`src/source/rx_core_pkg.sv`:
```
package rx_core_pkg;

   typedef logic        [13:0] adc_t;
   typedef logic signed [15:0] sample_t;
   typedef logic        [63:0] vita_time_t;
   typedef logic        [7:0]  set_addr_t;
   typedef logic        [31:0] set_data_t;
   typedef logic        [7:0]  decim_t;
   typedef logic        [15:0] sample_count_t;
   typedef logic        [0:0]  chan_id_t;
   typedef logic        [7:0]  led_t;

   typedef enum logic {CH_IDLE, CH_RUN} chan_state_t;
   typedef enum logic [1:0] {ARB_IDLE, ARB_TAKE, ARB_SEND, ARB_WAIT} arb_state_t;

   localparam int NUM_RX_CHAN = 2;

   //////////////////////////////////////////////////
   // Settings register map

   localparam int   SR_MISC       = 0;
   localparam int   SR_LED_SW     = SR_MISC + 3;
   localparam int   SR_LED_SRC    = SR_MISC + 6;
   localparam led_t LED_SRC_RESET = 8'h1E;       // Status LEDs on hardware

   localparam int SR_TIME64  = 10;
   localparam int SR_TIME_HI = SR_TIME64 + 0;
   localparam int SR_TIME_LO = SR_TIME64 + 1;    // Commits the whole 64 bits

   localparam int SR_RX_FRONT = 24;
   localparam int SR_OFS_A    = SR_RX_FRONT + 0;
   localparam int SR_OFS_B    = SR_RX_FRONT + 1;

   localparam int SR_RX_CTRL0       = 32;
   localparam int SR_RX_CTRL_STRIDE = 48;
   localparam int RX_CMD_OFS        = 0;         // Start bit and count
   localparam int RX_DECIM_OFS      = 1;
   localparam int CMD_START_BIT     = 31;

   // Control register address for one channel
   function automatic set_addr_t rx_ctrl_addr(input int chan, input int ofs);
      return set_addr_t'(SR_RX_CTRL0 + chan * SR_RX_CTRL_STRIDE + ofs);
   endfunction

endpackage

```
`src/source/rx_sample_if.sv`:
```
interface rx_sample_if import rx_core_pkg::*; ();

   // Four phase handoff of one decimated item
   logic       req;     // Item offered, data stable
   logic       ack;     // Item captured by the sink
   sample_t    i;
   sample_t    q;
   vita_time_t vtime;   // Time of the last sample in the sum
   logic       last;    // Final item of a counted run

   modport source (
      output req,
      output i,
      output q,
      output vtime,
      output last,
      input  ack
   );

   modport sink (
      input  req,
      input  i,
      input  q,
      input  vtime,
      input  last,
      output ack
   );

endinterface

```
`src/source/ddc_channel.sv`:
```
module ddc_channel import rx_core_pkg::*; #(
   parameter int CHAN = 0
) (
   input  logic        dsp_clk,
   input  logic        por_rst,
   input  logic        set_stb_i,
   input  set_addr_t   set_addr_i,
   input  set_data_t   set_data_i,
   input  sample_t     fe_i_i,
   input  sample_t     fe_q_i,
   input  vita_time_t  vita_time_i,
   rx_sample_if.source smp,
   output logic        running_o,
   output logic        overrun_o
);

   chan_state_t   state;
   decim_t        decim;
   decim_t        dcnt;        // Samples summed so far in this dump
   sample_count_t total;       // Items requested by the command
   sample_count_t scnt;        // Items produced in this run
   sample_t       acc_i;
   sample_t       acc_q;
   sample_t       sum_i;
   sample_t       sum_q;
   sample_t       hold_i;
   sample_t       hold_q;
   vita_time_t    hold_time;
   logic          hold_last;
   logic          req_r;
   logic          full;        // Holding register has an item not yet acked
   logic          overrun_r;
   logic          cmd_wr;
   logic          decim_wr;
   logic          start;
   logic          stop;
   logic          step;
   logic          dump;
   logic          ack_done;
   logic          load;
   logic          is_last;

   assign cmd_wr   = set_stb_i && (set_addr_i == rx_ctrl_addr(CHAN, RX_CMD_OFS));
   assign decim_wr = set_stb_i && (set_addr_i == rx_ctrl_addr(CHAN, RX_DECIM_OFS));
   assign start    = cmd_wr && set_data_i[CMD_START_BIT] && (set_data_i[15:0] != '0);
   assign stop     = cmd_wr && !set_data_i[CMD_START_BIT];

   assign step     = (state == CH_RUN) && !start && !stop;
   assign dump     = step && (dcnt >= decim_t'(decim - 8'd1));
   assign ack_done = req_r && smp.ack;
   assign load     = dump && (!full || ack_done);   // No room means overrun
   assign is_last  = (sample_count_t'(scnt + 16'd1) == total);

   assign sum_i = acc_i + fe_i_i;
   assign sum_q = acc_q + fe_q_i;

   //////////////////////////////////////////////////
   // Run control and source handshake

   always_ff @(posedge dsp_clk) begin
      if (por_rst) begin
         state     <= CH_IDLE;
         decim     <= 8'd1;
         dcnt      <= '0;
         scnt      <= '0;
         total     <= '0;
         req_r     <= 1'b0;
         full      <= 1'b0;
         overrun_r <= 1'b0;
      end else begin
         if (decim_wr) begin
            decim <= (set_data_i[7:0] == '0) ? 8'd1 : set_data_i[7:0];
         end
         if (ack_done) begin
            req_r <= 1'b0;
            full  <= 1'b0;
         end else if (full && !req_r && !smp.ack) begin
            req_r <= 1'b1;   // Sink has finished the previous exchange
         end
         if (start) begin
            state     <= CH_RUN;
            overrun_r <= 1'b0;
            dcnt      <= '0;
            scnt      <= '0;
            total     <= set_data_i[15:0];
         end else if (stop) begin
            state <= CH_IDLE;
         end else if (dump) begin
            dcnt <= '0;
            if (load) begin
               full  <= 1'b1;
               req_r <= !smp.ack;   // Held back while ack is still high
               scnt  <= scnt + 16'd1;
               if (is_last) begin
                  state <= CH_IDLE;
               end
            end else begin
               overrun_r <= 1'b1;
               state     <= CH_IDLE;
            end
         end else if (step) begin
            dcnt <= dcnt + 8'd1;
         end
      end
   end

   // Boxcar sum and the offered item
   always_ff @(posedge dsp_clk) begin
      if (start || dump) begin
         acc_i <= '0;
         acc_q <= '0;
      end else if (step) begin
         acc_i <= sum_i;
         acc_q <= sum_q;
      end
      if (load) begin
         hold_i    <= sum_i;
         hold_q    <= sum_q;
         hold_time <= vita_time_i;   // Stamp of the last sample in the sum
         hold_last <= is_last;
      end
   end

   assign smp.req   = req_r;
   assign smp.i     = hold_i;
   assign smp.q     = hold_q;
   assign smp.vtime = hold_time;
   assign smp.last  = hold_last;
   assign running_o = (state == CH_RUN);
   assign overrun_o = overrun_r;

   // Item on offer may not change until the arbiter acks it
   a_hold_stable: assert property (@(posedge dsp_clk) disable iff (por_rst)
      smp.req && !smp.ack |=> $stable({smp.i, smp.q, smp.vtime, smp.last}));

endmodule

```
`src/source/led_ctrl.sv`:
```
module led_ctrl import rx_core_pkg::*; (
   input  logic                   dsp_clk,
   input  logic                   por_rst,
   input  logic                   set_stb_i,
   input  set_addr_t              set_addr_i,
   input  set_data_t              set_data_i,
   input  logic [NUM_RX_CHAN-1:0] running_i,
   input  logic [NUM_RX_CHAN-1:0] overrun_i,
   output led_t                   leds_o
);

   led_t led_sw;    // Software LED values
   led_t led_src;   // One selects the hardware bit
   led_t led_hw;

   always_ff @(posedge dsp_clk) begin
      if (por_rst) begin
         led_sw  <= '0;
         led_src <= LED_SRC_RESET;
      end else if (set_stb_i) begin
         if (set_addr_i == set_addr_t'(SR_LED_SW)) begin
            led_sw <= set_data_i[7:0];
         end
         if (set_addr_i == set_addr_t'(SR_LED_SRC)) begin
            led_src <= set_data_i[7:0];
         end
      end
   end

   // Run on bit 1, overrun on bit 2
   assign led_hw = {5'b0, |overrun_i, |running_i, 1'b0};
   assign leds_o = (led_src & led_hw) | (~led_src & led_sw);

endmodule

```
`src/source/rx_frontend.sv`:
```
module rx_frontend import rx_core_pkg::*; (
   input  logic      dsp_clk,
   input  logic      por_rst,
   input  logic      set_stb_i,
   input  set_addr_t set_addr_i,
   input  set_data_t set_data_i,
   input  adc_t      adc_a_i,
   input  adc_t      adc_b_i,
   output sample_t   fe_i_o,
   output sample_t   fe_q_o
);

   sample_t ofs_a;   // DC offset on the I path
   sample_t ofs_b;   // DC offset on the Q path
   logic    ofs_a_wr;
   logic    ofs_b_wr;

   assign ofs_a_wr = set_stb_i && (set_addr_i == set_addr_t'(SR_OFS_A));
   assign ofs_b_wr = set_stb_i && (set_addr_i == set_addr_t'(SR_OFS_B));

   always_ff @(posedge dsp_clk) begin
      if (por_rst) begin
         ofs_a <= '0;
         ofs_b <= '0;
      end else begin
         if (ofs_a_wr) begin
            ofs_a <= sample_t'(set_data_i[15:0]);
         end
         if (ofs_b_wr) begin
            ofs_b <= sample_t'(set_data_i[15:0]);
         end
      end
   end

   // ADC word sits in the top 14 bits, result wraps at 16 bits
   always_ff @(posedge dsp_clk) begin
      fe_i_o <= sample_t'({adc_a_i, 2'b00}) - ofs_a;
      fe_q_o <= sample_t'({adc_b_i, 2'b00}) - ofs_b;
   end

endmodule

```
`src/source/sample_arbiter.sv`:
```
module sample_arbiter import rx_core_pkg::*; (
   input  logic       dsp_clk,
   input  logic       por_rst,
   rx_sample_if.sink  chan [NUM_RX_CHAN],
   output logic       out_req_o,
   input  logic       out_ack_i,
   output chan_id_t   out_chan_o,
   output sample_t    out_i_o,
   output sample_t    out_q_o,
   output vita_time_t out_time_o,
   output logic       out_last_o
);

   arb_state_t             state;
   chan_id_t               sel;          // Channel served most recently
   chan_id_t               win;
   logic                   take;
   logic [NUM_RX_CHAN-1:0] req_v;
   logic [NUM_RX_CHAN-1:0] ack_r;
   sample_t                cand_i    [NUM_RX_CHAN];
   sample_t                cand_q    [NUM_RX_CHAN];
   vita_time_t             cand_time [NUM_RX_CHAN];
   logic [NUM_RX_CHAN-1:0] cand_last;

   for (genvar g = 0; g < NUM_RX_CHAN; g++) begin : g_port
      assign req_v[g]     = chan[g].req;
      assign chan[g].ack  = ack_r[g];
      assign cand_i[g]    = chan[g].i;
      assign cand_q[g]    = chan[g].q;
      assign cand_time[g] = chan[g].vtime;
      assign cand_last[g] = chan[g].last;
   end

   // Round robin, the channel right after sel has priority
   always_comb begin
      chan_id_t idx;
      win = sel;
      for (int k = NUM_RX_CHAN; k >= 1; k--) begin
         idx = chan_id_t'((int'(sel) + k) % NUM_RX_CHAN);
         if (req_v[idx]) begin
            win = idx;
         end
      end
   end

   assign take = (state == ARB_IDLE) && !out_ack_i && (|req_v);

   //////////////////////////////////////////////////
   // Handshake FSM for both sides

   always_ff @(posedge dsp_clk) begin
      if (por_rst) begin
         state     <= ARB_IDLE;
         sel       <= chan_id_t'(NUM_RX_CHAN - 1);   // Channel 0 goes first
         ack_r     <= '0;
         out_req_o <= 1'b0;
      end else begin
         case (state)
            ARB_IDLE: begin
               if (take) begin
                  sel        <= win;
                  ack_r[win] <= 1'b1;
                  out_req_o  <= 1'b1;
                  state      <= ARB_TAKE;
               end
            end
            ARB_TAKE: begin
               if (out_req_o && out_ack_i) begin
                  out_req_o <= 1'b0;
               end
               if (!req_v[sel]) begin
                  ack_r[sel] <= 1'b0;
                  state      <= (out_req_o && !out_ack_i) ? ARB_SEND : ARB_WAIT;
               end
            end
            ARB_SEND: begin
               if (out_ack_i) begin
                  out_req_o <= 1'b0;
                  state     <= ARB_WAIT;
               end
            end
            ARB_WAIT: begin
               if (!out_ack_i) begin
                  state <= ARB_IDLE;
               end
            end
            default: state <= ARB_IDLE;
         endcase
      end
   end

   always_ff @(posedge dsp_clk) begin
      if (take) begin
         out_i_o    <= cand_i[win];
         out_q_o    <= cand_q[win];
         out_time_o <= cand_time[win];
         out_last_o <= cand_last[win];
      end
   end

   assign out_chan_o = sel;   // Fixed from capture to the next take

   a_out_hold: assert property (@(posedge dsp_clk) disable iff (por_rst)
      out_req_o && !out_ack_i |=> out_req_o);

endmodule

```
`src/source/u2_rx_core.sv`:
```
module u2_rx_core import rx_core_pkg::*; (
   input  logic                   dsp_clk,
   input  logic                   por_rst,
   input  logic                   set_stb_i,
   input  set_addr_t              set_addr_i,
   input  set_data_t              set_data_i,
   input  adc_t                   adc_a_i,
   input  adc_t                   adc_b_i,
   output led_t                   leds_o,
   output logic [NUM_RX_CHAN-1:0] overrun_o,
   output logic                   out_req_o,
   input  logic                   out_ack_i,
   output chan_id_t               out_chan_o,
   output sample_t                out_i_o,
   output sample_t                out_q_o,
   output vita_time_t             out_time_o,
   output logic                   out_last_o
);

   vita_time_t             vita_time;
   sample_t                fe_i;
   sample_t                fe_q;
   logic [NUM_RX_CHAN-1:0] running;

   rx_sample_if smp_if [NUM_RX_CHAN] ();   // Channel to arbiter

   vita_timekeeper vita_timekeeper (
      .dsp_clk     (dsp_clk),
      .por_rst     (por_rst),
      .set_stb_i   (set_stb_i),
      .set_addr_i  (set_addr_i),
      .set_data_i  (set_data_i),
      .vita_time_o (vita_time)
   );

   rx_frontend rx_frontend (
      .dsp_clk    (dsp_clk),
      .por_rst    (por_rst),
      .set_stb_i  (set_stb_i),
      .set_addr_i (set_addr_i),
      .set_data_i (set_data_i),
      .adc_a_i    (adc_a_i),
      .adc_b_i    (adc_b_i),
      .fe_i_o     (fe_i),
      .fe_q_o     (fe_q)
   );

   //////////////////////////////////////////////////
   // Receive channels

   for (genvar g = 0; g < NUM_RX_CHAN; g++) begin : g_rx
      ddc_channel #(.CHAN(g)) ddc_channel (
         .dsp_clk     (dsp_clk),
         .por_rst     (por_rst),
         .set_stb_i   (set_stb_i),
         .set_addr_i  (set_addr_i),
         .set_data_i  (set_data_i),
         .fe_i_i      (fe_i),
         .fe_q_i      (fe_q),
         .vita_time_i (vita_time),
         .smp         (smp_if[g]),
         .running_o   (running[g]),
         .overrun_o   (overrun_o[g])
      );
   end

   sample_arbiter sample_arbiter (
      .dsp_clk    (dsp_clk),
      .por_rst    (por_rst),
      .chan       (smp_if),
      .out_req_o  (out_req_o),
      .out_ack_i  (out_ack_i),
      .out_chan_o (out_chan_o),
      .out_i_o    (out_i_o),
      .out_q_o    (out_q_o),
      .out_time_o (out_time_o),
      .out_last_o (out_last_o)
   );

   led_ctrl led_ctrl (
      .dsp_clk    (dsp_clk),
      .por_rst    (por_rst),
      .set_stb_i  (set_stb_i),
      .set_addr_i (set_addr_i),
      .set_data_i (set_data_i),
      .running_i  (running),
      .overrun_i  (overrun_o),
      .leds_o     (leds_o)
   );

endmodule

```
`src/source/vita_timekeeper.sv`:
```
module vita_timekeeper import rx_core_pkg::*; (
   input  logic       dsp_clk,
   input  logic       por_rst,
   input  logic       set_stb_i,
   input  set_addr_t  set_addr_i,
   input  set_data_t  set_data_i,
   output vita_time_t vita_time_o
);

   logic       hi_wr;
   logic       lo_wr;
   set_data_t  time_hi_pend;   // Upper word waits here for the low word
   vita_time_t time_r;

   assign hi_wr = set_stb_i && (set_addr_i == set_addr_t'(SR_TIME_HI));
   assign lo_wr = set_stb_i && (set_addr_i == set_addr_t'(SR_TIME_LO));

   //////////////////////////////////////////////////
   // Sample time counter

   always_ff @(posedge dsp_clk) begin
      if (por_rst) begin
         time_hi_pend <= '0;
         time_r       <= '0;
      end else begin
         if (hi_wr) begin
            time_hi_pend <= set_data_i;
         end
         // Low word write loads both halves at once
         if (lo_wr) begin
            time_r <= {time_hi_pend, set_data_i};
         end else begin
            time_r <= time_r + 64'd1;   // One tick per sample clock
         end
      end
   end

   assign vita_time_o = time_r;

endmodule

```
`config.mk`:
```
export PLATFORM = sky130hd
export DESIGN_NAME = u2_rx_core
export DESIGN_NICKNAME = d
export VERILOG_FILES = /design/src/source/rx_core_pkg.sv /design/src/source/rx_sample_if.sv /design/src/source/ddc_channel.sv /design/src/source/led_ctrl.sv /design/src/source/rx_frontend.sv /design/src/source/sample_arbiter.sv /design/src/source/u2_rx_core.sv /design/src/source/vita_timekeeper.sv
export SDC_FILE = /design/constraint.sdc
export NUM_CORES = 1
export LEC_CHECK = 0
export BUFFER_PORTS_ARGS = -buffer_cell sky130_fd_sc_hd__buf_2
export CELL_PAD_IN_SITES_DETAIL_PLACEMENT = 0
export CELL_PAD_IN_SITES_GLOBAL_PLACEMENT = 1
export CORE_ASPECT_RATIO = 0.75
export CORE_UTILIZATION = 53
export DETAILED_ROUTE_END_ITERATION = 6
export PLACE_DENSITY = 0.92
export SKIP_CTS_REPAIR_TIMING = 1
export SYNTH_ARGS = -nofsm -noshare
export SYNTH_HDL_FRONTEND = slang
export SYNTH_SLANG_ARGS = --single-unit
```
`constraint.sdc`:
```
create_clock -name dsp_clk -period 15.2 [get_ports dsp_clk]
set_input_delay 0.76 -clock dsp_clk [delete_from_list [all_inputs] [get_ports dsp_clk]]
set_output_delay 0.76 -clock dsp_clk [all_outputs]
set_load 0.02 [all_outputs]
```
==> run_results.csv <==
group,metric,value,unit
worst_setup_path,r2r.worst_path.cells,12,
drt,drt.antenna.violating_nets,0,
sta,whs,374,ps
clock_tree,clock_latency,670,ps
pwr,power.internal,2.78,mW
status,status,"completed",
sta,rsz0062_at_grt,"no",
placed_design,pre_cts_ws,10470,ps
pwr,p_leak,12.5,nW
cells_and_area,drive_gt1_share,15.3,%
drt,firstDrtPassIters,5,
sta,final.setup.tns,0,ps
logic_synthesis,synthesis.instances,2689,
logic_synthesis,synth_area_leaders,"edfxtp_1 (30%), dfxtp_1 (24%), ha_1 (4.9%)",
sta,hold_violations,0,
run,maxCapViolations,0,
drt,wirelength,71800,µm
worst_setup_path,cp_slowest_cell,"a21oi_4",
floorplan,core,54400,µm²
floorplan,fp.dieW,273,µm
cells_and_area,area_growth,12.3,%
logic_synthesis,ys_seq_area_share,54.0,%
worst_setup_path,cp-end-kind,"flip-flop",
placed_design,io_buffer_count,180,
logic_synthesis,synth_seq_cells,641,
placed_design,hpwlAfterDp,50500,µm
logic_synthesis,ys.flop_type,"dfxtp_1",
logic_synthesis,synthArstFlopShare,0,%
drt,route.met2.wl,33300,µm
drt,top_layer,"met4",
pwr,irDropWorstVdd,0.117,mV
pwr,sequentialPowerShare,50.7,%
drt,drc,0,
sta,skew,68.1,ps
global_route,grt_pass1_vias,20000,
drt,wl_met1,31800,µm
sta,slew_violations,0,
worst_setup_path,worstPathCellList,"inv_1, ha_1, nand2_1, nor3_1, xnor2_1, ha_1, o2111ai_1, o31ai_1, nand4_4, a21oi_4, buf_4, buf_4",
pwr,p_per_area,111,nW/µm²
floorplan,die_area,56000,µm²
cells_and_area,final_cell_area,32700,µm²
global_route,antenna_found_initial,1,
pwr,clkPwrFrac,43.0,%
sta,fin_ws,10610,ps
floorplan,io_pins,181,
logic_synthesis,syn_avg_cell_area,10.8,µm²
clock_tree,cts_buffers,60,
drt,vias,20700,
worst_setup_path,critical_path.max_fanout,59,
pwr,switching_power,842,µW
logic_synthesis,syn_nets,2880,
clock_tree,htreeDepth,2,
worst_setup_path,required,15460,ps
placed_design,gp_congestion,0.914,
global_route,grt_usage,25.6,%
drt,first_iter_violations,1844,
cells_and_area,stdcell_count,3612,
placed_design,placed_cell_area,30700,µm²
logic_synthesis,yosysTopAreaCellShare,30.0,%
worst_setup_path,start_kind,"flip-flop",
sta,relSlewSlack,13.3,%
floorplan,rows,74,
sta,finalSetupViolCount,0,
sta,fmax,218,MHz
floorplan,start_util,53.6,%
drt,wl_per_cell,19.9,µm
global_route,grt_pass1_wl,112000,µm
worst_setup_path,path_class,"reg2reg",
placed_design,post-place-cells,3497,
clock_tree,cts_tree,"done",
pwr,switching_share,23.2,%
clock_tree,cts-root-buf,"clkbuf_16",
worst_setup_path,crit_path_max_incr_delay,720,ps
worst_setup_path,arrival,4860,ps
clock_tree,clkSlewWorstSetupHoldPaths,60,ps
sta,worst_slew_pin_slew,1300,ps
logic_synthesis,synth-edff-count,291,
clock_tree,clk_path_buf_depth,3,
global_route,grt-ovfl-total,0,
hold_path,worstHoldPathType,"in2reg",
sta,period_needed,4590,ps
logic_synthesis,ys_types,88,
hold_path,hold_depth,3,
logic_synthesis,syn_area,29200,µm²
clock_tree,clkSinkCount,641,
floorplan,die_h,205,µm
drt,dr_wl_met3,4930,µm
drt,avgViaCountPerCell,5.73,
cells_and_area,final_nets,3028,
logic_synthesis,yosysWarnings,0,
pwr,p_total,3.62,mW
logic_synthesis,synth.largest_area_cell,"edfxtp_1",
global_route,grt_max_degree,117,
sta,period_share,30.2,%
cells_and_area,post-route-util,60.1,%
pwr,p_comb_share,6.3,%
-- power by group through the flow --
stage	clock network (mW)	registers, mW	logic, mW
floorplan	0	1.87	0.160
global placement	0	1.87	0.212
finish	1.56	1.84	0.228
CTS	1.57	1.84	0.224
global route	1.64	1.84	0.252
detailed placement	0	1.88	0.223
-- critical path, delay by kind of cell, from the launching register on --
family          cells  cell delay (ps)
simple gates        3              500
xor+xnor            1              110
buf+inv             3             1370
flops               1              320
fa+ha+maj           2              510
compound gates      3             1260
-- path summary, 6_finish.rpt --
kind	startpoint	end	slack (ps)
worst max-delay path	g_rx[0].ddc_channel.decim[0]	g_rx[0].ddc_channel.smp.i[8]	10610
worst min-delay path	set_data_i[28]	vita_timekeeper.time_hi_pend[28]	370
worst max register to register	g_rx[0].ddc_channel.decim[0]	g_rx[0].ddc_channel.smp.i[8]	10610
worst min register to register	vita_timekeeper.time_hi_pend[29]	vita_timekeeper.time_hi_pend[29]	450
-- cell families after synthesis --
logic type,after synthesis,synth area share [%]
and+or+nand+nor,898,14.4
DFF,641,54.0
AOI/OAI and AO/OA,409,9.42
xor gates and xnor gates,234,7.03
muxes,200,7.29
buffers and inverters,188,2.65
adders and majority gates,119,5.21
-- metal layers --
metal,GRT usage (%),vias to the layer above
li1,-,9834
met1,35.9,10100
met2,40.7,654
met3,3.54,121
met4,8.71,0
met5,0,-
-- state kept, by name, indices dropped and copies added, names as in the netlist, 32 cells and up --
register	count
g_rx.ddc_channel.smp.vtime	128
sample_arbiter.out_time_o	64
vita_timekeeper.vita_time_o	64
g_rx.ddc_channel.acc_i	32
g_rx.ddc_channel.acc_q	32
g_rx.ddc_channel.scnt	32
g_rx.ddc_channel.smp.i	32
g_rx.ddc_channel.smp.q	32
g_rx.ddc_channel.total	32
vita_timekeeper.time_hi_pend	32
-- final cells by class --
| type | count | area [µm²] |
|---|---|---|
| diodes | 1 | 2.50 |
| clock buffers | 84 | 1710 |
| clock inverters | 30 | 367 |
| fillers | 4334 | 21700 |
| inverters | 75 | 282 |
| multi-input cells | 1860 | 12700 |
| flip-flops and latches | 641 | 15700 |
| well taps | 722 | 903 |
| repair buffers | 199 | 1050 |
-- cell usage after synthesis (36+ instances only) --
master / n
nand3_1: 57
o21ai_0: 45
nor2_1: 309
a21oi_1: 145
nand4_1: 36
mux2_2: 99
edfxtp_1: 291
xor2_1: 113
nand2_1: 288
clkbuf_1: 81
dfxtp_1: 350
ha_1: 115
a211oi_1: 79
nor3_1: 52
inv_1: 74
mux2i_1: 101
xnor2_1: 121
-- cells in the final DEF, fill, tap and decap left out, types with 6 or more instances in the layout --
| cell | netlist | final |
|---|---|---|
| ha_1 | 115 | 115 |
| nor4_1 | 9 | 9 |
| buf_2 | 19 | 179 |
| a31oi_1 | 14 | 14 |
| nand3_1 | 57 | 56 |
| and3_1 | 26 | 26 |
| clkbuf_8 | 0 | 10 |
| o21bai_1 | 7 | 7 |
| nand2b_1 | 16 | 16 |
| a21oi_1 | 145 | 145 |
| dfxtp_1 | 350 | 350 |
| a211oi_1 | 79 | 79 |
| nor3_1 | 52 | 52 |
| and4_1 | 12 | 12 |
| and2_1 | 16 | 17 |
| o31a_1 | 6 | 6 |
| a211oi_2 | 6 | 6 |
| clkinv_2 | 0 | 7 |
| or3_1 | 11 | 11 |
| nor2_1 | 309 | 306 |
| clkinv_1 | 0 | 6 |
| or2_2 | 6 | 6 |
| o21ai_0 | 45 | 45 |
| xnor2_1 | 121 | 121 |
| edfxtp_1 | 291 | 291 |
| nand4_1 | 36 | 36 |
| nand2_1 | 288 | 288 |
| clkbuf_16 | 0 | 61 |
| buf_4 | 5 | 19 |
| clkbuf_1 | 81 | 13 |
| a21o_1 | 20 | 20 |
| o21a_1 | 20 | 20 |
| mux2_2 | 99 | 99 |
| mux2i_1 | 101 | 101 |
| inv_1 | 74 | 74 |
| xor2_1 | 113 | 113 |
| o211ai_1 | 12 | 12 |
| nor2b_1 | 21 | 21 |
Power figures use the tool's default switching activity.
